## config.mk

```make
export PLATFORM = sky130hd
export DESIGN_NAME = wb_rom
export DESIGN_NICKNAME = d
export VERILOG_FILES = /design/src/wb_soc_pkg.sv /design/src/wb_rom.sv
export SDC_FILE = /design/constraint.sdc
export NUM_CORES = 1
export LEC_CHECK = 0
export BUFFER_PORTS_ARGS = -buffer_cell sky130_fd_sc_hd__buf_4
export CELL_PAD_IN_SITES_DETAIL_PLACEMENT = 0
export CELL_PAD_IN_SITES_GLOBAL_PLACEMENT = 1
export CORE_MARGIN = 2
export CORE_UTILIZATION = 13
export DETAILED_ROUTE_END_ITERATION = 8
export PLACE_DENSITY_LB_ADDON = 0.1
export SLEW_MARGIN = 5
export SYNTH_ARGS = -nofsm -noshare
export SYNTH_HDL_FRONTEND = slang
export SYNTH_SLANG_ARGS = --single-unit
export TNS_END_PERCENT = 20
```

## constraint.sdc

```tcl
create_clock -name clk -period 1.2 [get_ports clk]
set_input_delay 0.24 -clock clk [delete_from_list [all_inputs] [get_ports clk]]
set_output_delay 0.24 -clock clk [all_outputs]
set_load 0.02 [all_outputs]
```

## src/wb_soc_pkg.sv

```systemverilog
//--------------------
// Pipelined Wishbone with 32-bit byte addresses and 32-bit data
// Address windows are inclusive and must not overlap within one router
//--------------------
package wb_soc_pkg;

	typedef logic [31:0] wb_adr_t;
	typedef logic [31:0] wb_dat_t;
	typedef logic [3:0]  wb_sel_t;
	typedef logic [11:0] wb_ofs_t;

	// Master side of a link
	typedef struct packed {
		logic    cyc;
		logic    stb;
		logic    we;
		wb_adr_t adr;
		wb_dat_t dat;
		wb_sel_t sel;
	} wb_req_t;

	// Slave side of a link
	typedef struct packed {
		logic    stall;
		logic    ack;
		logic    err;
		wb_dat_t dat;
	} wb_rsp_t;

	//--------------------
	// Address map
	//--------------------
	localparam wb_adr_t IO_BASE   = 32'h0000_0000;
	localparam wb_adr_t IO_LAST   = 32'h0000_2FFF;
	localparam wb_adr_t RAM_BASE  = 32'h0010_0000;
	localparam wb_adr_t RAM_LAST  = 32'h0010_0FFF;
	localparam wb_adr_t ROM_BASE  = 32'h0000_0000;
	localparam wb_adr_t ROM_LAST  = 32'h0000_0FFF;
	localparam wb_adr_t GPIO_BASE = 32'h0000_1000;
	localparam wb_adr_t GPIO_LAST = 32'h0000_2FFF;

	// GPIO register offsets
	localparam wb_ofs_t GPIO_OUT_OFS = 12'h000;
	localparam wb_ofs_t GPIO_EN_OFS  = 12'h004;
	localparam wb_ofs_t GPIO_IN_OFS  = 12'h008;

	// Upper half of every ROM word
	localparam logic [15:0] ROM_TAG = 16'hC0DE;

endpackage

```

## src/wb_rom.sv

```systemverilog
//--------------------
// Contents are computed, writes answer err and change nothing
//--------------------
`timescale 1ns/10ps

module wb_rom
	import wb_soc_pkg::*;
#(
	parameter int ROM_WORDS = 64
) (
	input  logic    clk,
	input  logic    rst_n_i,
	input  wb_req_t req_i,
	output wb_rsp_t rsp_o
);

	wb_dat_t     dat_q;
	logic        ack_q;
	logic        err_q;
	logic        acc;
	logic [15:0] idx;

	assign acc = req_i.cyc & req_i.stb;
	assign idx = 16'((req_i.adr >> 2) % ROM_WORDS);

	// Tag in the upper half, word index in the lower half
	always_ff @(posedge clk) begin
		if (acc && !req_i.we)
			dat_q <= {ROM_TAG, idx};
	end

	always_ff @(posedge clk or negedge rst_n_i) begin
		if (!rst_n_i) begin
			ack_q <= 1'b0;
			err_q <= 1'b0;
		end else begin
			ack_q <= acc & ~req_i.we;
			err_q <= acc & req_i.we;
		end
	end

	assign rsp_o = '{stall: 1'b0, ack: ack_q, err: err_q, dat: dat_q};

endmodule

```

==> results of run 1 <==
flip-flops by register name, indices dropped and copies added, names as in the netlist:
signal,cells
dat_q,6
ack_q,1
err_q,1
per-layer routing:
layer | vias up | track usage, % | wire length (µm)
met4 | 0 | 4.79 | 12
met2 | 31 | 5.21 | 308
met3 | 2 | 1.06 | 106
li1 | 110 | - | -
met5 | - | 0 | 0
met1 | 98 | 2.46 | 190
worst paths after layout:
kind	to	from	cells past startpoint	slack, ns
max in group asynchronous	ack_q	rst_n_i	2	0.80
min	dat_q[3]	req_i[41]	1	0.17
max	rsp_o[1]	dat_q[1]	1	0.19
min in group asynchronous	err_q	rst_n_i	2	0.31
stage by stage:
step	total power, mW	std cells	util [%]	setup WS, ns	cell area [µm²]
6_report	0.667	106	16.9	0.191	577
5_1_grt	0.702	106	16.9	0.149	577
4_1_cts	0.677	106	16.9	0.177	577
3_5_place_dp	0.459	101	15.8	0.132	541
3_3_place_gp	0.459	101	15.8	0.0937	541
2_1_floorplan	0.485	66	-	0.318	566
final cells by class:
class	instances	area share (%)
Tap cell	46	9.98
Multi-Input combinational cell	29	20.4
Timing Repair Buffer	19	25.2
Clock buffer	4	4.56
Sequential cell	8	39.9
synth_stat cells (all sizes together):
library cell,number
buf,29
edfxtp,6
conb,2
dfrtp,2
and3,1
and3b,1
report_power, final:
part	total, mW	switching (mW)	internal (mW)
Sequential	0.315	0.00271	0.312
Combinational	0.142	0.104	0.0386
Clock	0.209	0.0828	0.127
logic make-up (layout without fill, tap and decap cells):
group         Yosys count  after routing  synth area share, %
simple gates            2              2                 3.45
buf+inv                29             23                 46.2
flops                   8              8                 48.8
other cells             2             27                 1.59
timing repair:
action,in CTS,in global routing
resized for setup,0,0
hold buffers,1,0
hold endpoints to repair,2,0
==> results_dict.tcl, run 1 <==
set metrics [dict create \
    min_period_ns 1.01 \
    ctsRootBufferMaster "clkbuf_4" \
    crit_path_max_fanout 1 \
    core_um2 3420 \
    synthCells 41 \
    ys_types 6 \
    path_class "reg -> out" \
    path_clk_slew_ns 0.05 \
    die_w_um 64.2 \
    crit_chain "buf_4" \
    rsz0062_at_grt "false" \
    crit_path_end_kind "output pin" \
    grtUsageTotal_pct 3.20 \
    synth-warning-count 0 \
    fillers 385 \
    max_stage_delay_ns 0.36 \
    drtIter0Drc 1 \
    fmax_mhz 991 \
    first_global_vias 219 \
    cellLeakagePower_nw 0.288 \
    dieArea_um2 4130 \
    status "finished, final reports clean" \
    globalplace.congestion 0.550 \
    dp_hpwl_um 529 \
    grt_max_degree 8 \
    drive_gt1_share_pct 36.7 \
    cts.sinks 8 \
    fin_tns_setup_ns 0 \
    critPathArrivalTime_ns 0.77 \
    htreeDepth 1 \
    ant_nets 0 \
    synth_top_area_share_pct 46.2 \
    fp-row-count 21 \
    cts_buffers 3 \
    postCtsSetupRepairBufs 0 \
    area_growth_pct 22.3 \
    final_cell_mix "27 x conb_1, 18 x buf_4, 6 x edfxtp_1, 3 x clkbuf_4, 2 x dfrtp_1" \
    peakVddDrop_uv 186 \
    io_pins 108 \
    syn-mean-instance-area_um2 11.5 \
    grt-ovfl-total 0 \
    n_antenna_cell 0 \
    via_count 241 \
    ys_ff_latch 8 \
    holdWs_ns 0.168 \
    via_per_inst 2.27 \
    multiInputGateArea_um2 118 \
    cp_num_buf_inv 1 \
    start_kind "flop" \
    antenna_found_initial 0 \
    post-synth-top-area-cell "buf_4" \
    wl_per_cell_um 5.82 \
    synth.area.top_cells "buf_4 46%, edfxtp_1 38%, dfrtp_1 11%" \
    layout_worst_path_cycle_share_pct 84.1 \
    hold_path_class "in -> reg" \
    cap_violations 0 \
    finalSetupViolations 0 \
    mostFrequentLayoutCell "conb_1" \
    start_util_pct 13.8 \
    fin_nets 134 \
    die_y_um 64.2 \
    io_buffers 18 \
    cp_top_family "flip-flops" \
    critPathRequiredTime_ns 0.96 \
    drv_slew 0 \
    drcViolationCount 0 \
    clockBufferDepth 2 \
    p_per_area_nw_per_um2 1160 \
    ff_latch_area_um2 230 \
    first_pass_iters 2 \
    synth-seq-area-share_pct 48.8 \
    wirelength_um 617 \
    grt_pass1_wl_um 890 \
    cp_slowest_cell "edfxtp_1" \
    tritoncts "built" \
    finalHoldViolations 0 \
    syn_area_um2 472 \
]
Note: power is estimated with default switching activity, not from simulation.
==> inputs of run 2 (changes only) <==
CORE_UTILIZATION = 11   (was 13)
clock period = 0.8 ns   (was 1.2 ns; I/O delays follow)
==> results_dict.tcl, run 2 (same netlist as run 1, synthesis figures left out) <==
set metrics [dict create \
    status "finished with violations" \
    violations "setup timing" \
    hold_path_class "in -> reg" \
    largest_register_ffs 6 \
    finalSetupViolations 8 \
    start_kind "flop" \
    first_pass_iters 4 \
    cp_num_buf_inv 1 \
    drv_slew 0 \
    power.switching_mw 0.321 \
    startpoint "dat_q[0]" \
    fp-row-count 23 \
    postCtsSetupRepairBufs 0 \
    grt-ovfl-total 0 \
    crit_chain "buf_6" \
    top_register "dat_q" \
    tritoncts "built" \
    grt_max_degree 8 \
    reg_top3 "dat_q x6, ack_q x1, err_q x1" \
    core_um2 4060 \
    io_buffers 18 \
    power_frac_comb_pct 18.8 \
    htreeDepth 1 \
    multiInputGateArea_um2 119 \
    first_global_vias 206 \
    min_period_ns 0.916 \
    layout_worst_path_cycle_share_pct 114 \
    path_class "reg -> out" \
    seq_power_share_pct 39.7 \
    crit_path_max_fanout 1 \
    crit_end "rsp_o[0]" \
    ctsRootBufferMaster "clkbuf_8" \
    cts_buffers 3 \
    fmax_mhz 1090 \
    critPathRequiredTime_ns 0.64 \
    cap_violations 0 \
    final_area_um2 632 \
    wl_per_cell_um 7.28 \
    wirelength_um 801 \
    die_w_um 69.5 \
    final_cell_mix "27 x conb_1, 10 x buf_4, 8 x buf_6, 6 x edfxtp_1, 3 x clkbuf_8" \
    max_stage_delay_ns 0.38 \
    critPathArrivalTime_ns 0.76 \
    p_sw_share_pct 26.7 \
    die_y_um 69.5 \
    ff_latch_area_um2 230 \
    p_int_mw 0.884 \
    cp_top_family "flip-flops" \
    fin_nets 134 \
    antenna_found_initial 0 \
    mostFrequentLayoutCell "conb_1" \
    crit_path_end_kind "output pin" \
    pre_cts_ws_ns -0.133 \
    path_clk_slew_ns 0.04 \
    cp_slowest_cell "edfxtp_1" \
    cts.sinks 8 \
    p_clk_share_pct 41.6 \
    start_util_pct 11.6 \
    area_growth_pct 34.0 \
    drtIter0Drc 18 \
    n_antenna_cell 0 \
    drive_gt1_share_pct 38.3 \
    dpl_cell_area_um2 547 \
    fillers 445 \
    setup_ws_ns -0.116 \
    io_pins 108 \
    finalHoldViolations 0 \
    via_count 238 \
    peakVddDrop_uv 349 \
    drcViolationCount 0 \
    globalplace.congestion 0.635 \
    via_per_inst 2.16 \
    grt_pass1_wl_um 1190 \
    dp_hpwl_um 691 \
    clockBufferDepth 2 \
    dieArea_um2 4830 \
    ant_nets 0 \
    rsz0062_at_grt "true" \
    power_mw 1.21 \
    grtUsageTotal_pct 3.54 \
    cp.depth 1 \
    p_per_area_nw_per_um2 1910 \
    cellLeakagePower_nw 0.305 \
]
[run 2: worst min-delay path by stage]
stage | start | slack (ns) | cells after the start | endpoint
floorplan | rst_n_i | -0.14 | 0 | ack_q
global placement | rst_n_i | -0.06 | 1 | ack_q
detailed placement | rst_n_i | -0.05 | 1 | ack_q
CTS | req_i[40] | 0.10 | 1 | dat_q[2]
global route | req_i[40] | 0.1 | 1 | dat_q[2]
finish | req_i[40] | 0.11 | 1 | dat_q[2]
[run 2: final cells by class]
type                    count  area share (%)
flip-flops and latches      8            36.4
repair buffers             19            27.7
multi-input cells          29            18.8
well taps                  50            9.90
clock buffers               4            7.13
[run 2: power groups by stage]
stage	logic (mW)	registers [mW]	clock network (mW)
CTS	0.225	0.478	0.526
detailed placement	0.210	0.481	0
global placement	0.210	0.481	0
floorplan	0.229	0.500	0
finish	0.226	0.478	0.501
global route	0.240	0.480	0.554
[run 2: routing by layer]
| metal | vias up | share of wire [%] | track usage, % |
|---|---|---|---|
| met4 | 0 | 0 | 2.61 |
| met1 | 99 | 49 | 5.11 |
| met2 | 29 | 35 | 3.10 |
| met5 | - | 0 | 0 |
| li1 | 110 | - | - |
| met3 | 0 | 15 | 2.62 |
[run 2: metrics by stage]
stage	instances	util, %	hold slack [ns]	TNS (ns)
after global placement	105	13.5	-0.0569	-0.863
after floorplan	66	-	-0.136	0
after global routing	110	15.6	0.0996	-1.04
final	110	15.6	0.108	-0.769
after CTS	110	15.6	0.101	-0.853
after detailed placement	105	13.5	-0.0541	-0.795
[run 2: timing repair]
| item | CTS | global route |
|---|---|---|
| setup endpoints to repair | 8 | 8 |
| endpoints found under the hold margin | 2 | 0 |
| hold buffers | 1 | 0 |
| gates resized for setup | 8 | 0 |
==> inputs of run 3 (changes only) <==
CORE_ASPECT_RATIO = 1.1   (was unset)
==> results_dict.tcl, run 3 (same netlist as run 1, synthesis figures left out) <==
set metrics [dict create \
    cp_num_buf_inv 1 \
    wl_per_cell_um 6.92 \
    fin_tns_setup_ns -0.769 \
    largest_register_ffs 6 \
    reg_top3 "dat_q x6, ack_q x1, err_q x1" \
    fillers 463 \
    status "finished with violations" \
    antenna_found_initial 0 \
    via_count 249 \
    grt_pass1_wl_um 972 \
    min_period_ns 0.911 \
    postCtsSetupRepairBufs 0 \
    drtIter0Drc 15 \
    fin_nets 134 \
    grt_max_degree 8 \
    grt-ovfl-total 0 \
    path_class "reg -> out" \
    whs_path_depth 1 \
    first_pass_iters 2 \
    hold_path_class "in -> reg" \
    holdWs_ns 0.110 \
    layout_worst_path_cycle_share_pct 114 \
    n_antenna_cell 0 \
    cap_violations 0 \
    finalHoldViolations 0 \
    crit_path_end_kind "output pin" \
    ctsRootBufferMaster "clkbuf_8" \
    critPathArrivalTime_ns 0.75 \
    dpl_cell_area_um2 549 \
    cp_slowest_cell "edfxtp_1" \
    setup_ws_ns -0.111 \
    multiInputGateArea_um2 119 \
    io_buffers 18 \
    die_y_um 72.7 \
    globalplace.congestion 0.564 \
    dieArea_um2 4830 \
    fmax_mhz 1100 \
    area_growth_pct 34.5 \
    io_pins 108 \
    cts_buffers 3 \
    fp-row-count 24 \
    violations "setup timing" \
    grtUsageTotal_pct 3.00 \
    cp_top_family "flip-flops" \
    mostFrequentLayoutCell "conb_1" \
    start_util_pct 11.6 \
    drv_slew 0 \
    first_global_vias 208 \
    core_um2 4050 \
    ff_latch_area_um2 230 \
    crit_path_max_fanout 1 \
    finalSetupViolations 8 \
    critPathRequiredTime_ns 0.64 \
    max_stage_delay_ns 0.38 \
    cellLeakagePower_nw 0.305 \
    p_per_area_nw_per_um2 1900 \
    peakVddDrop_uv 319 \
    dp_hpwl_um 644 \
    final_cell_mix "27 x conb_1, 10 x buf_4, 8 x buf_6, 6 x edfxtp_1, 3 x clkbuf_8" \
    top_register "dat_q" \
    start_kind "flop" \
    clockBufferDepth 2 \
    tritoncts "built" \
    wirelength_um 775 \
    whs_endpoint "dat_q[4]" \
    via_per_inst 2.22 \
    min-delay-start "req_i[42]" \
    final_area_um2 634 \
    ant_nets 0 \
    path_clk_slew_ns 0.04 \
    cts.sinks 8 \
    crit_chain "buf_6" \
    htreeDepth 1 \
    rsz0062_at_grt "true" \
    drcViolationCount 0 \
    drive_gt1_share_pct 38.3 \
    die_w_um 66.4 \
]
## run 3: timing repair
item / CTS / global route
hold buffers: 1 / 0
endpoints found under the hold margin: 2 / 0
endpoints found under the setup margin: 8 / 8
gates resized for setup: 8 / 0
## run 3: how the worst max path moves through the flow
stage,slack (ns),cells after the start,end,startpoint
final,-0.11,1,rsp_o[5],dat_q[5]
after global routing,-0.15,1,rsp_o[5],dat_q[5]
after CTS,-0.13,1,rsp_o[2],dat_q[2]
after detailed placement,-0.12,2,dat_q[0],req_i[68]
after global placement,-0.14,2,dat_q[0],req_i[68]
after floorplan,0.05,1,dat_q[0],req_i[68]
## run 3: power by group
part | switching, mW | internal [mW] | total [mW]
combinational | 0.156 | 0.0690 | 0.225
clock | 0.158 | 0.345 | 0.504
sequential | 0.00781 | 0.470 | 0.478
## run 3: layout make-up
type	count	share of cell area, %
clock buffers	4	7.10
well taps	52	10.3
repair buffers	19	27.6
flip-flops and latches	8	36.3
multi-input cells	29	18.7
## run 3: metrics by stage
stage | util (%) | power, mW | setup WS, ns | instances
2_1_floorplan | - | 0.729 | 0.0512 | 66
3_3_place_gp | 13.5 | 0.690 | -0.143 | 107
3_5_place_dp | 13.5 | 0.690 | -0.125 | 107
4_1_cts | 15.6 | 1.23 | -0.126 | 112
5_1_grt | 15.6 | 1.27 | -0.152 | 112
6_report | 15.6 | 1.21 | -0.111 | 112
## run 3: metal layers
layer  part of all wire (%)  routed length [µm]  global-route usage (%)  vias to the layer above
li1                       -                   -                       -                      110
met1                     35                 274                    2.95                      106
met2                     48                 372                    4.22                       31
met3                     15                 116                    1.08                        2
met4                    1.5                  12                    4.08                        0
met5                      0                   0                       0                        -
