==> src/wb_soc_pkg.sv <==
//--------------------
// Pipelined Wishbone with 32-bit byte addresses and 32-bit data
// Address windows are inclusive and must not overlap within one router
//--------------------
package wb_soc_pkg;

	typedef logic [31:0] wb_adr_t;
	typedef logic [31:0] wb_dat_t;
	typedef logic [3:0]  wb_sel_t;
	typedef logic [11:0] wb_ofs_t;

	// Master side of a link
	typedef struct packed {
		logic    cyc;
		logic    stb;
		logic    we;
		wb_adr_t adr;
		wb_dat_t dat;
		wb_sel_t sel;
	} wb_req_t;

	// Slave side of a link
	typedef struct packed {
		logic    stall;
		logic    ack;
		logic    err;
		wb_dat_t dat;
	} wb_rsp_t;

	//--------------------
	// Address map
	//--------------------
	localparam wb_adr_t IO_BASE   = 32'h0000_0000;
	localparam wb_adr_t IO_LAST   = 32'h0000_2FFF;
	localparam wb_adr_t RAM_BASE  = 32'h0010_0000;
	localparam wb_adr_t RAM_LAST  = 32'h0010_0FFF;
	localparam wb_adr_t ROM_BASE  = 32'h0000_0000;
	localparam wb_adr_t ROM_LAST  = 32'h0000_0FFF;
	localparam wb_adr_t GPIO_BASE = 32'h0000_1000;
	localparam wb_adr_t GPIO_LAST = 32'h0000_2FFF;

	// GPIO register offsets
	localparam wb_ofs_t GPIO_OUT_OFS = 12'h000;
	localparam wb_ofs_t GPIO_EN_OFS  = 12'h004;
	localparam wb_ofs_t GPIO_IN_OFS  = 12'h008;

	// Upper half of every ROM word
	localparam logic [15:0] ROM_TAG = 16'hC0DE;

endpackage

==> src/wb_addr_router.sv <==
//--------------------
// One transfer in flight, stall is held for the response cycle
// A miss in both windows is answered with err by the router
//--------------------
`timescale 1ns/10ps

module wb_addr_router
	import wb_soc_pkg::*;
#(
	parameter wb_adr_t S0_BASE = 32'h0000_0000,
	parameter wb_adr_t S0_LAST = 32'h0000_0FFF,
	parameter wb_adr_t S1_BASE = 32'h0000_1000,
	parameter wb_adr_t S1_LAST = 32'h0000_1FFF
) (
	input  logic    clk,
	input  logic    rst_n_i,
	input  wb_req_t m_req_i,
	output wb_rsp_t m_rsp_o,
	output wb_req_t s0_req_o,
	output wb_req_t s1_req_o,
	input  wb_rsp_t s0_rsp_i,
	input  wb_rsp_t s1_rsp_i
);

	typedef enum logic [1:0] {
		TGT_IDLE,
		TGT_S0,
		TGT_S1,
		TGT_MISS
	} tgt_e;

	tgt_e tgt_q;
	logic hit0;
	logic hit1;
	logic busy;
	logic stall;
	logic acc;

	// Window s0 wins if the two overlap
	assign hit0 = (m_req_i.adr >= S0_BASE) && (m_req_i.adr <= S0_LAST);
	assign hit1 = !hit0 && (m_req_i.adr >= S1_BASE) && (m_req_i.adr <= S1_LAST);

	assign busy  = (tgt_q != TGT_IDLE);
	assign stall = busy | (hit0 & s0_rsp_i.stall) | (hit1 & s1_rsp_i.stall);
	assign acc   = m_req_i.cyc & m_req_i.stb & ~stall;

	//--------------------
	// Request forwarding
	//--------------------
	always_comb begin
		s0_req_o     = m_req_i;
		s0_req_o.cyc = m_req_i.cyc & hit0;
		s0_req_o.stb = m_req_i.stb & hit0 & ~busy;
		s1_req_o     = m_req_i;
		s1_req_o.cyc = m_req_i.cyc & hit1;
		s1_req_o.stb = m_req_i.stb & hit1 & ~busy;
	end

	// Target of the transfer now in its response cycle
	always_ff @(posedge clk or negedge rst_n_i) begin
		if (!rst_n_i) begin
			tgt_q <= TGT_IDLE;
		end else if (acc) begin
			if (hit0)
				tgt_q <= TGT_S0;
			else if (hit1)
				tgt_q <= TGT_S1;
			else
				tgt_q <= TGT_MISS;
		end else begin
			tgt_q <= TGT_IDLE;
		end
	end

	//--------------------
	// Response return
	//--------------------
	always_comb begin
		m_rsp_o       = '0;
		m_rsp_o.stall = stall;
		case (tgt_q)
			TGT_S0: begin
				m_rsp_o.ack = s0_rsp_i.ack;
				m_rsp_o.err = s0_rsp_i.err;
				m_rsp_o.dat = s0_rsp_i.dat;
			end
			TGT_S1: begin
				m_rsp_o.ack = s1_rsp_i.ack;
				m_rsp_o.err = s1_rsp_i.err;
				m_rsp_o.dat = s1_rsp_i.dat;
			end
			TGT_MISS: begin
				m_rsp_o.err = 1'b1;
			end
			default: begin
				m_rsp_o.ack = 1'b0;
			end
		endcase
	end

endmodule

==> config.mk <==
export PLATFORM = sky130hd
export DESIGN_NAME = wb_addr_router
export DESIGN_NICKNAME = d
export VERILOG_FILES = /design/src/wb_soc_pkg.sv /design/src/wb_addr_router.sv
export SDC_FILE = /design/constraint.sdc
export NUM_CORES = 1
export LEC_CHECK = 0
export BUFFER_PORTS_ARGS = -buffer_cell sky130_fd_sc_hd__buf_2
export CAP_MARGIN = 20
export CORE_AREA = 3 3 123 125
export DETAILED_ROUTE_END_ITERATION = 6
export DIE_AREA = 0 0 126 128
export GPL_TIMING_DRIVEN = 0
export HOLD_SLACK_MARGIN = 0.12
export PLACE_DENSITY = 0.56
export REMOVE_ABC_BUFFERS = 1
export SKIP_LAST_GASP = 1
export SYNTH_ARGS = -nofsm -noshare
export SYNTH_HDL_FRONTEND = slang
export SYNTH_SLANG_ARGS = --single-unit
==> constraint.sdc <==
create_clock -name clk -period 1.7 [get_ports clk]
set_input_delay 0.255 -clock clk [delete_from_list [all_inputs] [get_ports clk]]
set_output_delay 0.255 -clock clk [all_outputs]
set_load 0.02 [all_outputs]
==> results by stage, run 1 <==
Logic synthesis:
- The main combinational cell family by area after synthesis is buffers and inverters.
- For this run, the register share of the synthesized area comes to 2.75%.
- The synthesized netlist devotes 0% of its cell area to XOR and XNOR gates.
- The post-synthesis area per instance is 7.22 µm².
- The post-synthesis instance area is 1820 µm².
- The synthesis-stage register bit count is 2.
- Counting flops with a built-in enable in the synthesized netlist gives 0.
- The number of warnings printed during yosys synthesis is 0.
- The distinct cell type count after synthesis is 20.
- The simple-gate share of the synthesized area is 18.5%.
- Ranked by total cell area, the synthesized netlist is headed by sky130_fd_sc_hd__buf_4 57%, sky130_fd_sc_hd__a22oi_1 14%, sky130_fd_sc_hd__nor2b_1 12%.
- Summed over all instances, the cell type with the most area after synthesis is sky130_fd_sc_hd__buf_4.
- The mux cell area share after synthesis is 0.550%.
- The synthesized design devotes to its leading area cell type 57.3% of total area.
- The share of flip-flops with an asynchronous set or reset is 100%.
- Summing the areas of all compound-gate instances in the mapped netlist gives 15.1% of the synthesized area.
- The area share of fa/ha/maj cells after synthesis is 2.75%.
- The dominant register cell in the synthesized netlist is sky130_fd_sc_hd__dfrtp_1.
- The number of instances in the synthesized netlist is 252.

Setup path:
- At the worst endpoint, the required time is 1440 ps.
- The largest single stage delay on the critical path is 440 ps.
- The kind of start point of the critical path is a register.
- The path type of the worst setup path is register to output pin.
- The critical path goes through inv_4, ha_4, buf_16, a22oi_2, nor2b_1, buf_4.
- Along the worst path, the maximum fanout reaches 7.
- Among all stages on the critical path, the largest delay is contributed by sky130_fd_sc_hd__dfrtp_2.
- The worst setup path is captured at an output pin.
- STA puts the critical path data arrival time at 1600 ps.
- The worst setup slack for register-to-register paths is 660 ps.

CTS:
- After clock tree synthesis, the clock-pin slew on the worst setup and hold paths is 30 ps.
- The number of buffers created by CTS is 3.
- The depth of the CTS H-tree is 1.
- The insertion delay of the later-clocked pin in the worst-skew pair is 220 ps.
- TritonCTS built the clock tree.
- CTS saw 2 sinks.
- The number of buffers on the longest clock path is 2.
- In this run the clock root is driven by a sky130_fd_sc_hd__clkbuf_16.

Timing:
- The final worst setup slack is -151 ps.
- Based on the critical path, the design can be clocked at up to 540 MHz.
- After layout, the worst path uses 109% of the clock period.
- Setup repair after global routing could not meet its margin everywhere.
- The relative slew slack is 80.4%.
- The transition at the pin with the smallest max-transition slack is 285 ps.
- The smallest clock period supported by the final layout is computed as 1850 ps.
- The clock arrives with 0.0111 ps of skew.
- The final-layout worst hold slack is 329 ps.
- The final hold violation count is 0.
- For the final routed database, the setup TNS stands at -3080 ps.
- The number of setup violations in the final report is 39.
- The max-slew violation count was 0.

Floorplanning:
- For this configuration, the core starts out at a cell density of 13.0%.
- The core box area is 14000 µm².
- Measured along the x axis, the die boundary spans 126 µm.
- The number of cell rows is 43.
- The total die area is 16100 µm².
- The die extent in y is 128 µm.
- The top-level port count is 320.

Route:
- In the routed design, unresolved DRC markers number 0.
- The number of vias per cell is 4.14.
- The count of nets left with antenna violations once routing finished came out at 0.
- The detailed-route wire length per cell is 27.1 µm.
- The detailed router placed 1958 vias in this run.
- The sum of routed wire length over all layers is 12800 µm.
- The first-pass iteration count of the detailed router is 4.
- The first routing iteration left 46 violations.

Global route:
- The overall global routing resource usage is 14.5%.
- Entering global routing, the biggest net connects 26 pins.
- The number of global-route vias before repair is 1972.
- The first global-routing pass estimated 16500 µm of wire.
- The total overflow left after global routing is 0.
- The number of antenna violations at the first check in global routing is 0.

Finish:
- The library cells used most frequently in the layout, excluding fill and tap cells, are 134 x sky130_fd_sc_hd__buf_2, 39 x sky130_fd_sc_hd__buf_4, 34 x sky130_fd_sc_hd__nor2b_1.
- Cells with a size suffix above 1 make up 82.6% of the layout.
- The antenna diode instance count is 0.
- The most common cell after layout, fill and taps aside is sky130_fd_sc_hd__buf_2.
- The net count of the finished layout is 442.
- The most flop-heavy register is tgt_q.
- The largest registers in the layout are tgt_q (2).
- Counting the fill cells in the layout gives 1602.
- The sequential cell area is 52.6 µm².
- After routing the design area is 2540 µm².
- The number of flip-flops in the largest register is 2.
- Summing all multi-input logic gate instances after layout gives 935 µm².
- For this run, the share of the core covered by cells in the final layout is 18.2%.
- The post-layout instance count excluding filler cells is 473.
- From synthesis to final layout, the design area changed by 39.7%.

Hold path:
- The worst min-delay path class is input pin to register.

Placement:
- The final RePlAce weighted congestion is 0.732.
- The cell count after placement is 455.
- The HPWL after detailed placement is 9960 µm.
- The total placed instance area is 1870 µm².
- The count of buffers inserted at the top-level ports is 172.

Power:
- In this run the static leakage power is 1.13 nW.
- The ratio of total power to cell area is 426 nW/µm².
- Across the VDD grid, the largest voltage drop is 0.394 mV.

Run status:
- The checks that failed: setup timing.
- The flow ran to the end, but the final reports show violations.

Job:
- The number of maximum-capacitance violations is 0.
==> logic make-up after synthesis <==
family                   after synthesis
AO/OA/AOI/OAI                         37
adder cells (fa/ha/maj)                4
buffers and inverters                154
flip-flops                             2
multiplexers                           1
AND/OR/NAND/NOR                       54
==> synthesized netlist by cell type, types with 2 or more instances <==
master                     count
sky130_fd_sc_hd__buf_4       139
sky130_fd_sc_hd__nor2b_1      34
sky130_fd_sc_hd__a22oi_1      33
sky130_fd_sc_hd__clkbuf_1     12
sky130_fd_sc_hd__nor3_1        5
sky130_fd_sc_hd__ha_1          4
sky130_fd_sc_hd__inv_1         3
sky130_fd_sc_hd__nand3_1       3
sky130_fd_sc_hd__nor4_1        3
sky130_fd_sc_hd__a21oi_1       2
sky130_fd_sc_hd__dfrtp_1       2
sky130_fd_sc_hd__nand2_1       2
sky130_fd_sc_hd__nor2_1        2
sky130_fd_sc_hd__or4_4         2
==> cell type report <==
class,count,share of cell area (%)
Clock buffer,3,2.95
Inverter,3,0.639
Multi-Input combinational cell,96,36.7
Sequential cell,2,2.07
Tap cell,180,8.85
Timing Repair Buffer,189,48.7
==> path summary, 6_finish.rpt <==
| check | cells past startpoint | from | to |
|---|---|---|---|
| min in group asynchronous | 2 | rst_n_i | tgt_q[1] |
| max | 6 | tgt_q[1] | m_rsp_o[26] |
| max in group asynchronous | 2 | rst_n_i | tgt_q[0] |
| min reg2reg | 4 | tgt_q[0] | tgt_q[1] |
| max reg2reg | 4 | tgt_q[1] | tgt_q[0] |
| min | 3 | m_req_i[69] | tgt_q[1] |
==> timing repair <==
action,4_1_cts,5_1_grt
hold buffers,1,0
gates resized for setup,90,16
pin swaps,8,9
setup endpoints to repair,39,39
gates cloned,2,2
endpoints found under the hold margin,2,0
setup buffers,10,2
==> power breakdown <==
group | total (mW) | switching, mW | internal, mW
Clock | 0.350 | 0.0512 | 0.299
Sequential | 0.0563 | 0.00491 | 0.0514
Combinational | 0.678 | 0.346 | 0.332
==> worst max-delay path, delay by kind of cell (launching register included) <==
kind / cells / cell delay (ps)
AO/OA/AOI/OAI: 1 / 50
adder cells (fa/ha/maj): 1 / 240
buffers and inverters: 3 / 440
flip-flops: 1 / 440
AND/OR/NAND/NOR: 1 / 200
==> layer usage <==
| layer | up-vias | wire [µm] | track usage, % |
|---|---|---|---|
| met1 | 874 | 4260 | 14.3 |
| met4 | 4 | 101 | 1.14 |
| li1 | 784 | - | - |
| met5 | - | 94 | 6.81 |
| met3 | 16 | 2950 | 14.3 |
| met2 | 280 | 5390 | 22.5 |
==> per-stage QoR <==
stage,power (mW),setup slack [ps]
6_report,1.08,-151
5_1_grt,1.15,-188
4_1_cts,1.08,-174
3_5_place_dp,0.555,-393
3_3_place_gp,0.538,-857
2_1_floorplan,0.225,-252
No activity file was read; power rests on OpenSTA's default activity.
==> inputs of run 2 (changes only) <==
--- a/config.mk
+++ b/config.mk
@@ -13,5 +13,5 @@
 export GPL_TIMING_DRIVEN = 0
 export HOLD_SLACK_MARGIN = 0.12
-export PLACE_DENSITY = 0.56
+export PLACE_DENSITY = 0.55
 export REMOVE_ABC_BUFFERS = 1
 export SKIP_LAST_GASP = 1
==> constraint.sdc (replaced) <==
create_clock -name clk -period 1.7 [get_ports clk]
set_input_delay 0.255 -clock clk [delete_from_list [all_inputs] [get_ports clk]]
set_output_delay 0.255 -clock clk [all_outputs]
set_load 0.01 [all_outputs]
==> results by stage, run 2 (same netlist as run 1, synthesis figures left out) <==
Run status:
- The run finished, with violations left.
- The final reports fail on setup timing.

CTS:
- The insertion delay of the later-clocked pin in the worst-skew pair is 220 ps.
- TritonCTS created 3 clock buffers.
- TritonCTS built the clock tree.
- Clock tree synthesis selected as its root buffer the cell sky130_fd_sc_hd__clkbuf_16.
- After clock tree synthesis, the clock-pin slew on the worst setup and hold paths is 30 ps.
- No sink is reached through more buffers than the 2 on the longest clock path.
- CTS built an H-tree with a depth of 1.
- The total number of clock tree sinks is 2.

Placement:
- The final RePlAce weighted congestion is 0.695.
- The count of buffers inserted at the top-level ports is 172.
- The HPWL after detailed placement is 9270 µm.
- After detailed placement, the total cell area comes to 1870 µm².

Route:
- Summing over every cut layer, the via total after detailed routing is 1994.
- The number of remaining DRC errors is 0.
- The number of violations reported at the end of detailed-routing iteration 0 is 43.
- Wires add up to 12200 µm.
- Once detail routing completed, the nets flagged for antenna violations numbered 0.
- For this run, the detailed router's first-pass iteration total came to 4.
- The number of vias per cell is 4.12.
- In the final routed layout, each cell accounts on average for 25.2 µm.

Floorplanning:
- In this run the vertical extent of the chip is 128 µm.
- The core region is 14000 µm².
- The floorplan has 43 rows.
- The total die area is 16100 µm².
- The top-level port count is 320.
- The initial utilization of the core area, before any placement, comes to 13.0%.
- The chip width is 126 µm.

Setup path:
- The signal on the critical path passes through buf_6, ha_4, buf_12, buf_16, a22oi_2, nor2b_1, buf_2.
- The kind of start point of the critical path is a register.
- The master of the slowest instance on the critical path is sky130_fd_sc_hd__dfrtp_1.
- The delay of the slowest critical-path stage is 390 ps.
- Data on the critical path arrives at its endpoint at 1560 ps.
- The endpoint class of the critical path is an output pin.
- The setup path with the least slack is of type register to output pin.
- Of all nets on the critical path, the largest fanout is 6.
- Data on the critical path is required at its endpoint by 1440 ps.

Timing:
- Setup repair after global routing could not meet its margin everywhere.
- Headroom to the max-slew limit came out at 74.3%.
- The time the final worst path needs with I/O delays and setup is 1810 ps.
- The final hold violation count is 0.
- On the final layout, the worst clock skew is 0.745 ps.
- In the post-route analysis, the smallest setup slack over all paths is -114 ps.
- The max-slew violation count is 0.
- The final worst-path cycle share is 107%.
- The transition at the pin with the smallest max-transition slack is 382 ps.
- The highest clock rate is 551 MHz.
- Setup violations remaining at the end of the flow were counted as 38.
- Adding up every negative setup slack in the final design gives -2390 ps.

Global route:
- The leftover overflow at the end of global routing is 0.
- After global routing, the most crowded layer is met2.
- The largest net degree at the start of global routing is 17.
- The wire length of the first global-routing pass is 15700 µm.
- The number of global-route vias before repair is 1862.
- The number of antenna violations at the first check in global routing is 1.
- For this run, global-route usage on met1 was measured as 13.9%.
- The met2 track utilization from global routing is 20.1%.
- The overall global routing resource usage is 13.9%.
- In the global route stage, met3 resource usage came out at 14.7%.

Power:
- IR analysis of the VDD net gives a maximum drop of 0.348 mV.
- The leakage power of the design is 1.20 nW.
- The ratio of total power to cell area is 403 nW/µm².
- The share of power burned in combinational logic is 61.6%.
- Net switching is 33.0% of the power.
- The cell-internal power is 706 µW.
- Power comes to 1.05 mW.
- The net switching power is 348 µW.
- Per report_power, the clock group accounts for 33.4% of the total.
- The sequential share of power is 5.1%.

Finish:
- Cells with a size suffix above 1 make up 84.5% of the layout.
- From synthesis to final layout, the design area changed by 43.6%.
- The number of flip-flops in the largest register is 2.
- The antenna diode instance count is 0.
- Summing all non-filler instances in the final layout gives an area of 2620 µm².
- The final layout net count is 453.
- The final design utilization is 18.7%.
- In the final layout, the registers with the most flip-flops are tgt_q (2).
- Leaving out fill and tap cells, the most frequent cell in the layout is sky130_fd_sc_hd__buf_2.
- The most flop-heavy register is tgt_q.
- The top cell types in the final layout, fill and taps aside, are 168 x sky130_fd_sc_hd__buf_2, 32 x sky130_fd_sc_hd__a22oi_2, 28 x sky130_fd_sc_hd__nor2b_1.

Job:
- The number of maximum-capacitance violations is 0.

Hold path:
- The path class of the tightest hold or removal check is input pin to register.
-- run 2: final timing paths --
check | from | endpoint | slack (ps) | depth (start not counted)
min | m_req_i[70] | tgt_q[1] | 350 | 3
max reg2reg | tgt_q[0] | tgt_q[0] | 610 | 5
max in group asynchronous | rst_n_i | tgt_q[0] | 1240 | 2
min in group asynchronous | rst_n_i | tgt_q[1] | 360 | 2
max | tgt_q[1] | m_rsp_o[8] | -110 | 7
min reg2reg | tgt_q[1] | tgt_q[1] | 940 | 5
-- run 2: power by group through the flow --
stage	registers, mW	clock network [mW]	logic (mW)
global route	0.0539	0.366	0.698
global placement	0.0541	0	0.414
detailed placement	0.0540	0	0.431
floorplan	0.0532	0	0.147
finish	0.0535	0.351	0.649
CTS	0.0536	0.361	0.574
-- run 2: layout make-up --
| type | count | area [µm²] |
|---|---|---|
| Clock buffer | 3 | 75.1 |
| Fill cell | 1589 | 11400 |
| Inverter | 3 | 11.3 |
| Multi-Input combinational cell | 96 | 953 |
| Sequential cell | 2 | 50.0 |
| Tap cell | 180 | 225 |
| Timing Repair Buffer | 200 | 1300 |
-- run 2: routing by layer --
layer  vias up  part of all wire, %
met2       283                   41
met5         -                 0.46
li1        807                    -
met1       890                   33
met3        10                   24
met4         4                 0.71
-- run 2: metrics by stage --
stage	hold slack, ps	instances	setup slack (ps)
3_5_place_dp	41.7	455	-302
2_1_floorplan	-40.6	101	-99.9
6_report	351	484	-114
3_3_place_gp	39.9	453	-777
5_1_grt	366	484	-173
4_1_cts	326	475	-144
-- run 2: worst max-delay path, delay by kind of cell (launching register included) --
family	cells	cell delay [ps]
AOI/OAI and AO/OA	1	140
adders and majority gates	1	210
buffers and inverters	4	530
and+or+nand+nor	1	60
DFF	1	390
-- run 2: timing repair --
item	in CTS	in global routing
gates cloned	5	1
buffers inserted	11	8
setup endpoints to repair	39	39
hold endpoints to repair	2	0
pin swaps	13	15
resized for setup	36	40
hold buffers	1	0
