[config.mk]
export PLATFORM = sky130hd
export DESIGN_NAME = wb_gpio
export DESIGN_NICKNAME = d
export VERILOG_FILES = /design/src/wb_soc_pkg.sv /design/src/wb_gpio.sv
export SDC_FILE = /design/constraint.sdc
export NUM_CORES = 1
export LEC_CHECK = 0
export BUFFER_PORTS_ARGS = -buffer_cell sky130_fd_sc_hd__buf_2
export CORE_MARGIN = 10
export CORE_UTILIZATION = 42
export DETAILED_ROUTE_END_ITERATION = 12
export PLACE_DENSITY = 0.9
export SLEW_MARGIN = 20
export SYNTH_ARGS = -nofsm -noshare
export SYNTH_HDL_FRONTEND = slang
export SYNTH_SLANG_ARGS = --single-unit
[constraint.sdc]
create_clock -name clk -period 2 [get_ports clk]
set_input_delay 0.5 -clock clk [delete_from_list [all_inputs] [get_ports clk]]
set_output_delay 0.5 -clock clk [all_outputs]
set_load 0.005 [all_outputs]
[src/wb_soc_pkg.sv]
//--------------------
// Pipelined Wishbone with 32-bit byte addresses and 32-bit data
// Address windows are inclusive and must not overlap within one router
//--------------------
package wb_soc_pkg;

	typedef logic [31:0] wb_adr_t;
	typedef logic [31:0] wb_dat_t;
	typedef logic [3:0]  wb_sel_t;
	typedef logic [11:0] wb_ofs_t;

	// Master side of a link
	typedef struct packed {
		logic    cyc;
		logic    stb;
		logic    we;
		wb_adr_t adr;
		wb_dat_t dat;
		wb_sel_t sel;
	} wb_req_t;

	// Slave side of a link
	typedef struct packed {
		logic    stall;
		logic    ack;
		logic    err;
		wb_dat_t dat;
	} wb_rsp_t;

	//--------------------
	// Address map
	//--------------------
	localparam wb_adr_t IO_BASE   = 32'h0000_0000;
	localparam wb_adr_t IO_LAST   = 32'h0000_2FFF;
	localparam wb_adr_t RAM_BASE  = 32'h0010_0000;
	localparam wb_adr_t RAM_LAST  = 32'h0010_0FFF;
	localparam wb_adr_t ROM_BASE  = 32'h0000_0000;
	localparam wb_adr_t ROM_LAST  = 32'h0000_0FFF;
	localparam wb_adr_t GPIO_BASE = 32'h0000_1000;
	localparam wb_adr_t GPIO_LAST = 32'h0000_2FFF;

	// GPIO register offsets
	localparam wb_ofs_t GPIO_OUT_OFS = 12'h000;
	localparam wb_ofs_t GPIO_EN_OFS  = 12'h004;
	localparam wb_ofs_t GPIO_IN_OFS  = 12'h008;

	// Upper half of every ROM word
	localparam logic [15:0] ROM_TAG = 16'hC0DE;

endpackage

[src/wb_gpio.sv]
//--------------------
// Byte selects are ignored, GPIO_W is at most 32
// Input register is the second synchroniser flop
//--------------------
`timescale 1ns/10ps

module wb_gpio
	import wb_soc_pkg::*;
#(
	parameter int GPIO_W = 8
) (
	input  logic              clk,
	input  logic              rst_n_i,
	input  wb_req_t           req_i,
	output wb_rsp_t           rsp_o,
	output logic [GPIO_W-1:0] gpio_o,
	output logic [GPIO_W-1:0] gpio_en_o,
	input  logic [GPIO_W-1:0] gpio_i
);

	typedef logic [GPIO_W-1:0] gpio_vec_t;

	gpio_vec_t out_q;
	gpio_vec_t en_q;
	gpio_vec_t sync1_q;
	gpio_vec_t sync2_q;
	wb_dat_t   dat_q;
	wb_dat_t   rd_dat;
	wb_ofs_t   ofs;
	logic      ack_q;
	logic      err_q;
	logic      acc;
	logic      bad;

	assign acc = req_i.cyc & req_i.stb;
	assign ofs = req_i.adr[$bits(wb_ofs_t)-1:0];

	//--------------------
	// Register decode
	//--------------------
	always_comb begin
		rd_dat = '0;
		bad    = 1'b0;
		case (ofs)
			GPIO_OUT_OFS: rd_dat = wb_dat_t'(out_q);
			GPIO_EN_OFS:  rd_dat = wb_dat_t'(en_q);
			GPIO_IN_OFS: begin
				rd_dat = wb_dat_t'(sync2_q);
				bad    = req_i.we;
			end
			default: bad = 1'b1;
		endcase
	end

	always_ff @(posedge clk or negedge rst_n_i) begin
		if (!rst_n_i) begin
			out_q   <= '0;
			en_q    <= '0;
			sync1_q <= '0;
			sync2_q <= '0;
			ack_q   <= 1'b0;
			err_q   <= 1'b0;
		end else begin
			sync1_q <= gpio_i;
			sync2_q <= sync1_q;
			ack_q   <= acc & ~bad;
			err_q   <= acc & bad;
			if (acc && req_i.we && ofs == GPIO_OUT_OFS)
				out_q <= req_i.dat[GPIO_W-1:0];
			if (acc && req_i.we && ofs == GPIO_EN_OFS)
				en_q <= req_i.dat[GPIO_W-1:0];
		end
	end

	always_ff @(posedge clk) begin
		if (acc && !req_i.we)
			dat_q <= rd_dat;
	end

	assign rsp_o     = '{stall: 1'b0, ack: ack_q, err: err_q, dat: dat_q};
	assign gpio_o    = out_q;
	assign gpio_en_o = en_q;

endmodule

==> run_results.csv, run 1 <==
group,metric,value,unit
floorplan,floorplan.rows,23,
route,drt.antenna.violating_nets,0,
power_and_ir_drop,vdd_ir_drop_max,0.465,mV
sta,slew_violations,0,
route,drc,0,
worst_setup_path,critPathMaxFanout,9,
final_layout,drive_above_1_share,48.5,%
sta,hold_viol_final,0,
worst_setup_path,worstPathRequired,2130,ps
synth,synth_edf_count,8,
clock_network,clk_latency,280,ps
sta,slew_headroom,52.1,%
synth,syn-cell-area,1830,um2
clock_network,cts_hold_buf,0,
synth,synth_top_area_share,46.5,%
run_status,status,"finished clean",
worst_setup_path,critPathCaptureType,"flop",
synth,synth_area_leaders,"dfrtp_1, edfxtp_1, buf_4",
flow_run,max-cap-violations,0,
clock_network,clock-sinks,42,
clock_network,cts_buffer_depth,2,
route,wirelength,4080,um
global_route,grt_max_degree,35,
global_route,grt_pass1_vias,1351,
route,firstDrtPassIters,4,
worst_setup_path,critical_path_class,"input pin to flop",
clock_network,clk_pin_slew,80,ps
route,drt_iter0_drc,30,
worst_hold_path,hold_class,"input pin to asynchronous set/reset pin",
worst_setup_path,max_stage_delay,580,ps
synth,synth_seq_area_share,59.7,%
power_and_ir_drop,total_leakage_power,1.12,nW
sta,holdWs,259,ps
placed_design,dp_hpwl,3250,um
final_layout,multiInputGateArea,608,um2
sta,worst_slew_pin_slew,719,ps
power_and_ir_drop,cellPowerDensity,743,nW/um2
synth,synth_ff_type,"dfrtp_1",
clock_network,cts_root_buf,"clkbuf_8",
final_layout,regArea,1090,um2
placed_design,place_congestion,0.767,
synth,synth_top_area_cell,"dfrtp_1",
sta,fmax,539,MHz
route,vias_per_cell,4.61,
floorplan,die_w,86.0,um
sta,skew,4.26,ps
floorplan,dieArea,7390,um2
clock_network,cts_resized,0,
synth,synthArstFlopShare,81.0,%
floorplan,top_level_ports,132,
sta,period_share,92.7,%
route,vias,1172,
clock_network,cts_buffers,5,
worst_setup_path,start_kind,"input pin",
sta,rsz0062_at_grt,"false",
sta,finalSetupViolations,0,
floorplan,core-area,4120,um2
synth,synthCells,137,
worst_setup_path,arrival,1980,ps
global_route,gr-usage-all-layers,10.9,%
clock_network,cts_htree_levels,2,
final_layout,nets,284,
final_layout,syn_to_final_growth,21.6,%
clock_network,post_cts_buffers,0,
clock_network,cts_tree,"built",
floorplan,dieHeight,86.0,um
synth,ys_ff_latch,42,
route,wire_per_inst,16.1,um
final_layout,fill_cells,378,
floorplan,initial_utilization,44.4,%
global_route,grt_overflow,0,
placed_design,postPlaceCellArea,2110,um2
sta,finalCriticalPeriod,1850,ps
global_route,grt_first_pass_wirelength,6530,um
synth,yosys_warnings,0,
synth,synthDistinctLibCells,23,
final_layout,diodes,0,
synth,syn_area_per_cell,13.3,um2
global_route,antenna_found_initial,0,
worst_setup_path,slowest_stage,"or4_4",
worst_setup_path,critical_path.cell_chain,"buf_2, or4_4, or4_1, buf_4, a21oi_1",
placed_design,port_buffers,58,
final_layout,fin_area,2220,um2
metrics by stage:
| step | TNS (ps) | instances | setup WS, ps | power [mW] | util, % |
|---|---|---|---|---|---|
| after floorplan | -529 | 161 | -37.8 | 0.990 | - |
| after global placement | -2730 | 246 | -125 | 1.02 | 51.3 |
| after detailed placement | -3280 | 246 | -149 | 1.02 | 51.3 |
| after CTS | 0 | 254 | 148 | 1.67 | 54.0 |
| after global routing | 0 | 254 | 101 | 1.73 | 54.0 |
| final | 0 | 254 | 146 | 1.65 | 54.0 |
cells by family (layout without fill, tap and decap cells):
family	count (synthesis)	in the layout	share of synthesized area [%]
AO/OA/AOI/OAI	10	10	2.74
buffers and inverters	31	74	12.0
flip-flops	42	42	59.7
multiplexers	24	24	14.2
other	1	25	0.205
AND/OR/NAND/NOR	29	29	11.2
power by group:
part           total (mW)  switching (mW)  internal (mW)  leakage, nW
logic               0.105          0.0626         0.0423        0.568
registers           0.899         0.00607          0.893        0.501
clock network       0.647           0.275          0.372       0.0514
total                1.65           0.344           1.31         1.12
cell usage in the layout (no fill, tap or decap):
cell type	instances
nor4_1	1
nor3b_1	1
mux2i_1	8
clkinvlp_4	1
or3_1	1
dfrtp_1	34
a21oi_1	9
buf_2	58
buf_4	8
or4_4	2
o21ai_0	1
bufinv_16	1
clkbuf_8	5
nand4b_1	1
mux2_1	3
nor2_1	1
edfxtp_1	8
or2_2	8
or4_1	1
nor4_4	2
or3b_2	1
conb_1	25
nand2_1	9
mux2_2	13
nor2b_1	1
clkbuf_1	1
synth_stat cells, types with 2 or more instances:
library cell,number
mux2i_1,8
dfrtp_1,34
mux2_1,3
nor4_4,2
or4_4,2
buf_4,27
clkbuf_1,3
mux2_2,13
or2_2,8
edfxtp_1,8
a21oi_1,9
nand2_1,9
final cells by class:
cell class              instances  share of cell area, %
well taps                      50                   2.82
flip-flops and latches         42                   49.1
multi-input cells              88                   27.4
clock buffers                   6                   3.27
clock inverters                 2                   1.69
repair buffers                 66                   15.8
state kept, by name (all words and copies together) (netlist names):
signal / count
ack_q: 1
dat_q: 8
err_q: 1
gpio_en_o: 8
gpio_o: 8
sync1_q: 8
sync2_q: 8
per-layer routing:
| metal | track usage, % | routed length [um] |
|---|---|---|
| met5 | 0 | 0 |
| met4 | 2.25 | 0 |
| met3 | 5.49 | 408 |
| met2 | 18.7 | 2110 |
| met1 | 11.9 | 1560 |
final timing paths:
check	startpoint	end	slack (ps)	cells after the start
max	req_i[43]	dat_q[5]	150	5
min	rst_n_i	gpio_o[5]	260	1
max reg2reg	gpio_en_o[5]	dat_q[5]	1000	3
min reg2reg	sync1_q[4]	sync2_q[4]	350	0
max in group asynchronous	rst_n_i	sync2_q[7]	1270	1
min in group clk	gpio_i[0]	sync1_q[0]	320	1
critical path, delay by kind of cell:
kind,cells,cell delay (ps)
buf+inv,2,290
simple gates,2,1060
compound gates,1,140
Note: power is estimated with default switching activity, not from simulation.
==> run 2, diff against run 1 <==
Settings changed: CELL_PAD_IN_SITES_DETAIL_PLACEMENT set to 1, CELL_PAD_IN_SITES_GLOBAL_PLACEMENT set to 1, CORE_UTILIZATION 42 to 32, PLACE_DENSITY 0.9 to 0.93.
==> run 2 against run 1 <==
Compared with the run above: sequential share of layout area is 1.9 points lower; clock skew is 2.8 ps higher; critical path depth stayed put; sequential cell count stayed put; setup slack worse by 19 ps; clock power is 23% higher.
==> run_results.csv, run 2 (synthesis results as in run 1) <==
group,metric,value,unit
run_status,status,"finished clean",
clock_network,clock-sinks,42,
final_layout,fill_cells,644,
floorplan,top_level_ports,132,
sta,skew,7.05,ps
clock_network,clk_pin_slew,80,ps
floorplan,core-area,5540,um2
sta,finalCriticalPeriod,1870,ps
worst_setup_path,critPathCaptureType,"flop",
sta,fmax,534,MHz
global_route,antenna_found_initial,0,
clock_network,post_cts_buffers,0,
final_layout,diodes,0,
floorplan,floorplan.rows,27,
worst_setup_path,critPathMaxFanout,9,
placed_design,port_buffers,58,
global_route,grt_first_pass_wirelength,7080,um
clock_network,cts_buffers,5,
floorplan,dieArea,9140,um2
final_layout,final_core_util,41.7,%
power_and_ir_drop,total_leakage_power,1.15,nW
sta,slew_violations,0,
placed_design,dp_hpwl,3630,um
clock_network,cts_htree_levels,2,
floorplan,die_w,95.6,um
clock_network,clk_latency,290,ps
floorplan,initial_utilization,33.0,%
clock_network,cts_hold_buf,0,
sta,slew_headroom,49.8,%
clock_network,cts_root_buf,"clkbuf_8",
final_layout,final_common_cell,"buf_2",
power_and_ir_drop,cellPowerDensity,781,nW/um2
final_layout,final_cell_mix,"buf_2, dfrtp_1, conb_1",
route,drt.antenna.violating_nets,0,
route,vias_per_cell,4.33,
final_layout,nets,285,
route,drt_iter0_drc,20,
global_route,grt_max_degree,35,
sta,holdWs,268,ps
worst_setup_path,critical_path_class,"input pin to flop",
clock_network,cts_resized,0,
worst_setup_path,start_kind,"input pin",
worst_hold_path,hold_class,"input pin to asynchronous set/reset pin",
sta,worst_slew_pin_slew,753,ps
worst_setup_path,worstPathRequired,2130,ps
sta,hold_viol_final,0,
clock_network,cts_tree,"built",
sta,rsz0062_at_grt,"false",
final_layout,drive_above_1_share,49.3,%
worst_setup_path,arrival,2010,ps
floorplan,dieHeight,95.6,um
sta,finalSetupViolations,0,
clock_network,cts_buffer_depth,2,
final_layout,syn_to_final_growth,26.4,%
route,drc,0,
route,wirelength,4650,um
worst_setup_path,rrSetupSlack,940,ps
flow_run,max-cap-violations,0,
sta,period_share,93.6,%
route,firstDrtPassIters,3,
global_route,grt_pass1_vias,1382,
placed_design,place_congestion,0.747,
route,vias,1199,
power_and_ir_drop,power,1.80,mW
global_route,grt_overflow,0,
route,wire_per_inst,16.8,um
global_route,gr-usage-all-layers,10.3,%
power_and_ir_drop,vdd_ir_drop_max,0.440,mV
## run 2: through the flow
step                setup slack, ps  cells  area [um2]  setup TNS, ps
global placement               -122    269        2170          -2790
floorplan                     -37.8    161        1920           -529
CTS                             146    277        2310              0
finish                          128    277        2310              0
global route                    112    277        2310              0
detailed placement             -169    269        2170          -3400
## run 2: critical path, cell delays in order
cell and delay (ps):
buf_2 90, or4_4 580, or4_1 480, buf_4 190
a21oi_1 160
## run 2: metal layers
layer  vias up  wire (um)  GRT usage, %
met5         -          0             0
li1        551          -             -
met3         4        311          3.38
met4         0         45          3.32
met2        46       2500          19.0
met1       598       1790          10.6
## run 2: area by class of cell
class | instances | area [um2] | area share [%]
clock inverter | 3 | 68.8 | 2.98
multi-input combinational | 88 | 608 | 26.3
clock buffer | 5 | 68.8 | 2.98
timing repair buffer | 67 | 383 | 16.6
sequential | 42 | 1090 | 47.2
tap | 72 | 90.1 | 3.90
## run 2: power by group
| part | internal [mW] | switching (mW) | leakage [nW] |
|---|---|---|---|
| clock network | 0.500 | 0.294 | 0.0683 |
| registers | 0.893 | 0.00640 | 0.501 |
| logic | 0.0437 | 0.0652 | 0.579 |
| total | 1.44 | 0.366 | 1.15 |
## run 2: final timing paths
check | startpoint | endpoint | cells after the start
max | req_i[43] | dat_q[7] | 5
min reg2reg | sync1_q[6] | sync2_q[6] | 0
max reg2reg | gpio_o[7] | dat_q[7] | 3
min | rst_n_i | err_q | 1
min in group clk | gpio_i[7] | sync1_q[7] | 1
max in group asynchronous | rst_n_i | gpio_o[7] | 1
==> run 3, diff against run 2 <==
Settings changed: ABC_AREA set to 1, CORE_UTILIZATION 32 to 31.
==> run 3 against run 2 <==
Compared with the run above: worst hold slack got worse by 12 ps; core utilization shrank 4.1 points; setup slack gained 490 ps; final cell count grew 16%; sequential power about the same; register-to-register slack improved by 210 ps; critical path depth up 2; first-iteration DRC count grew to 3.0 times the previous value; largest cell class unchanged; largest power group unchanged.
==> run_results.csv, run 3 <==
group,metric,value,unit
clock_network,cts_resized,0,
clock_network,clk_pin_slew,80,ps
synth,synth_ff_type,"dfrtp_1",
route,m1WireLength,1760,um
final_layout,final_common_cell,"buf_2",
global_route,grt_overflow,0,
floorplan,core-area,5960,um2
synth,synth_top_area_share,44.6,%
final_layout,final_cell_mix,"buf_2, nand2_1, dfrtp_1",
synth,synthDistinctLibCells,17,
sta,worst_slew_pin_slew,758,ps
clock_network,cts_root_buf,"clkbuf_8",
power_and_ir_drop,vdd_ir_drop_max,0.354,mV
sta,fmax,725,MHz
final_layout,nets,326,
run_status,status,"finished clean",
route,vias_per_cell,4.54,
power_and_ir_drop,cellPowerDensity,699,nW/um2
final_layout,final_core_util,37.6,%
worst_setup_path,max_stage_delay,350,ps
worst_setup_path,endpoint,"gpio_en_o[0]",
clock_network,clock-sinks,42,
clock_network,post_cts_buffers,0,
worst_setup_path,critPathCaptureType,"flop",
power_and_ir_drop,power,1.57,mW
route,dr_wl_met2,2670,um
floorplan,floorplan.rows,28,
final_layout,multiInputGateArea,614,um2
final_layout,syn_to_final_growth,17.3,%
route,drc,0,
sta,finalSetupViolations,0,
global_route,grt_max_degree,35,
route,wire_per_inst,15.4,um
final_layout,regArea,1090,um2
worst_setup_path,cp-startpoint,"req_i[36]",
sta,period_share,69.0,%
floorplan,dieArea,9700,um2
flow_run,max-cap-violations,0,
placed_design,postPlaceCellArea,2140,um2
worst_setup_path,arrival,1560,ps
clock_network,cts_buffer_depth,2,
sta,slew_headroom,49.5,%
synth,synth_common_cells,"nand2_1, dfrtp_1, nand3_1, buf_4, nand4_1",
final_layout,drive_above_1_share,32.1,%
placed_design,dp_hpwl,3990,um
global_route,grt_pass1_vias,1543,
worst_hold_path,hold_class,"input pin to asynchronous set/reset pin",
route,vias,1463,
global_route,gr-usage-all-layers,9.87,%
floorplan,die_w,98.5,um
final_layout,fin_area,2240,um2
clock_network,clk_latency,290,ps
placed_design,place_congestion,0.800,
route,firstDrtPassIters,4,
worst_setup_path,slowest_stage,"nor2_4",
synth,yosys_warnings,0,
route,wirelength,4970,um
sta,rsz0062_at_grt,"false",
worst_setup_path,worstPathRequired,2180,ps
power_and_ir_drop,total_leakage_power,1.16,nW
sta,worst_slack,620,ps
global_route,grt_first_pass_wirelength,7850,um
floorplan,initial_utilization,32.1,%
worst_setup_path,rrSetupSlack,1150,ps
synth,ys_ff_latch,42,
worst_setup_path,timing.rr.end,"dat_q[7]",
route,drt.antenna.violating_nets,0,
worst_setup_path,worstSetupPathDepth,7,
synth,synth_area_leaders,"dfrtp_1, edfxtp_1, buf_4",
final_layout,fill_cells,706,
sta,hold_viol_final,0,
sta,tns,0,ps
synth,synthArstFlopShare,81.0,%
worst_setup_path,cp_common_cell,"nand2_1",
synth,synth_seq_area_share,57.1,%
worst_setup_path,critPathTopFamily,"simple AND/OR/NAND/NOR gates",
worst_setup_path,crit_buf_inv,2,
worst_setup_path,critical_path.cell_chain,"buf_2, inv_2, nand2_2, nor2_4, nand3_2, nand2_1, nand2_1",
floorplan,dieHeight,98.5,um
sta,skew,6.38,ps
synth,synth_most_common_cell,"nand2_1",
worst_setup_path,critical_path_class,"input pin to flop",
clock_network,cts_hold_buf,0,
synth,syn-cell-area,1910,um2
synth,synthCells,188,
clock_network,cts_tree,"built",
global_route,antenna_found_initial,0,
synth,synth_edf_count,8,
sta,finalCriticalPeriod,1380,ps
worst_setup_path,r2r-start,"gpio_o[7]",
synth,syn_area_per_cell,10.2,um2
synth,synth_top_area_cell,"dfrtp_1",
placed_design,port_buffers,58,
clock_network,cts_buffers,5,
route,wl_met3,435,um
floorplan,top_level_ports,132,
route,drt_iter0_drc,59,
worst_setup_path,critPathMaxFanout,17,
worst_setup_path,reg2reg_depth,2,
worst_setup_path,start_kind,"input pin",
route,top_layer,"met4",
placed_design,place_worst_setup_slack,300,ps
clock_network,cts_htree_levels,2,
sta,slew_violations,0,
## run 3: changes by cell type after synthesis, moves of 5 or more
cell	before	now
a21oi_1	9	1
mux2_2	13	0
mux2i_1	8	0
nand2_1	9	40
nand3_1	0	33
nand4_1	0	16
nor2_1	1	6
or2_2	8	0
## run 3: worst min path at each step
| stage | slack (ps) | endpoint |
|---|---|---|
| 6_report | 260 | gpio_o[4] |
| 5_1_grt | 290 | sync1_q[4] |
| 4_1_cts | 280 | gpio_o[4] |
| 3_5_place_dp | 340 | sync2_q[3] |
| 3_3_place_gp | 330 | sync2_q[6] |
| 2_1_floorplan | 200 | ack_q |
## run 3: power by group
group / internal (mW) / switching (mW)
Combinational: 0.0343 / 0.0695
Sequential: 0.893 / 0.00611
Clock: 0.278 / 0.284
Total: 1.21 / 0.360
## run 3: stage by stage
step,hold slack (ps),cells
finish,256,322
global route,288,321
CTS,279,321
detailed placement,338,313
global placement,333,313
floorplan,204,212
## run 3: cell families (layout without fill, tap and decap cells)
kind of cell    after synthesis  count (layout)  synth area share, %
buf+inv                      41              75                 15.4
simple gates                103             103                 27.0
compound gates                1               1                0.262
flops                        42              42                 57.1
other cells                   1              26                0.196
## run 3: final cells by class
type	count	area share (%)
Inverter	7	1.17
Tap cell	75	4.19
Timing Repair Buffer	60	14.2
Clock inverter	2	0.503
Antenna cell	1	0.112
Sequential cell	42	48.7
Multi-Input combinational cell	129	27.4
Clock buffer	6	3.69
## run 3: worst register-to-register path: cells and delay by family, from the launching register on
family / cells / cell delay (ps)
and+or+nand+nor: 2 / 180
DFF: 1 / 410
## run 3: metal layers
metal,GRT usage (%),vias up
met5,0,-
met4,3.64,0
met3,4.33,11
met2,17.6,54
met1,9.94,709
li1,-,689
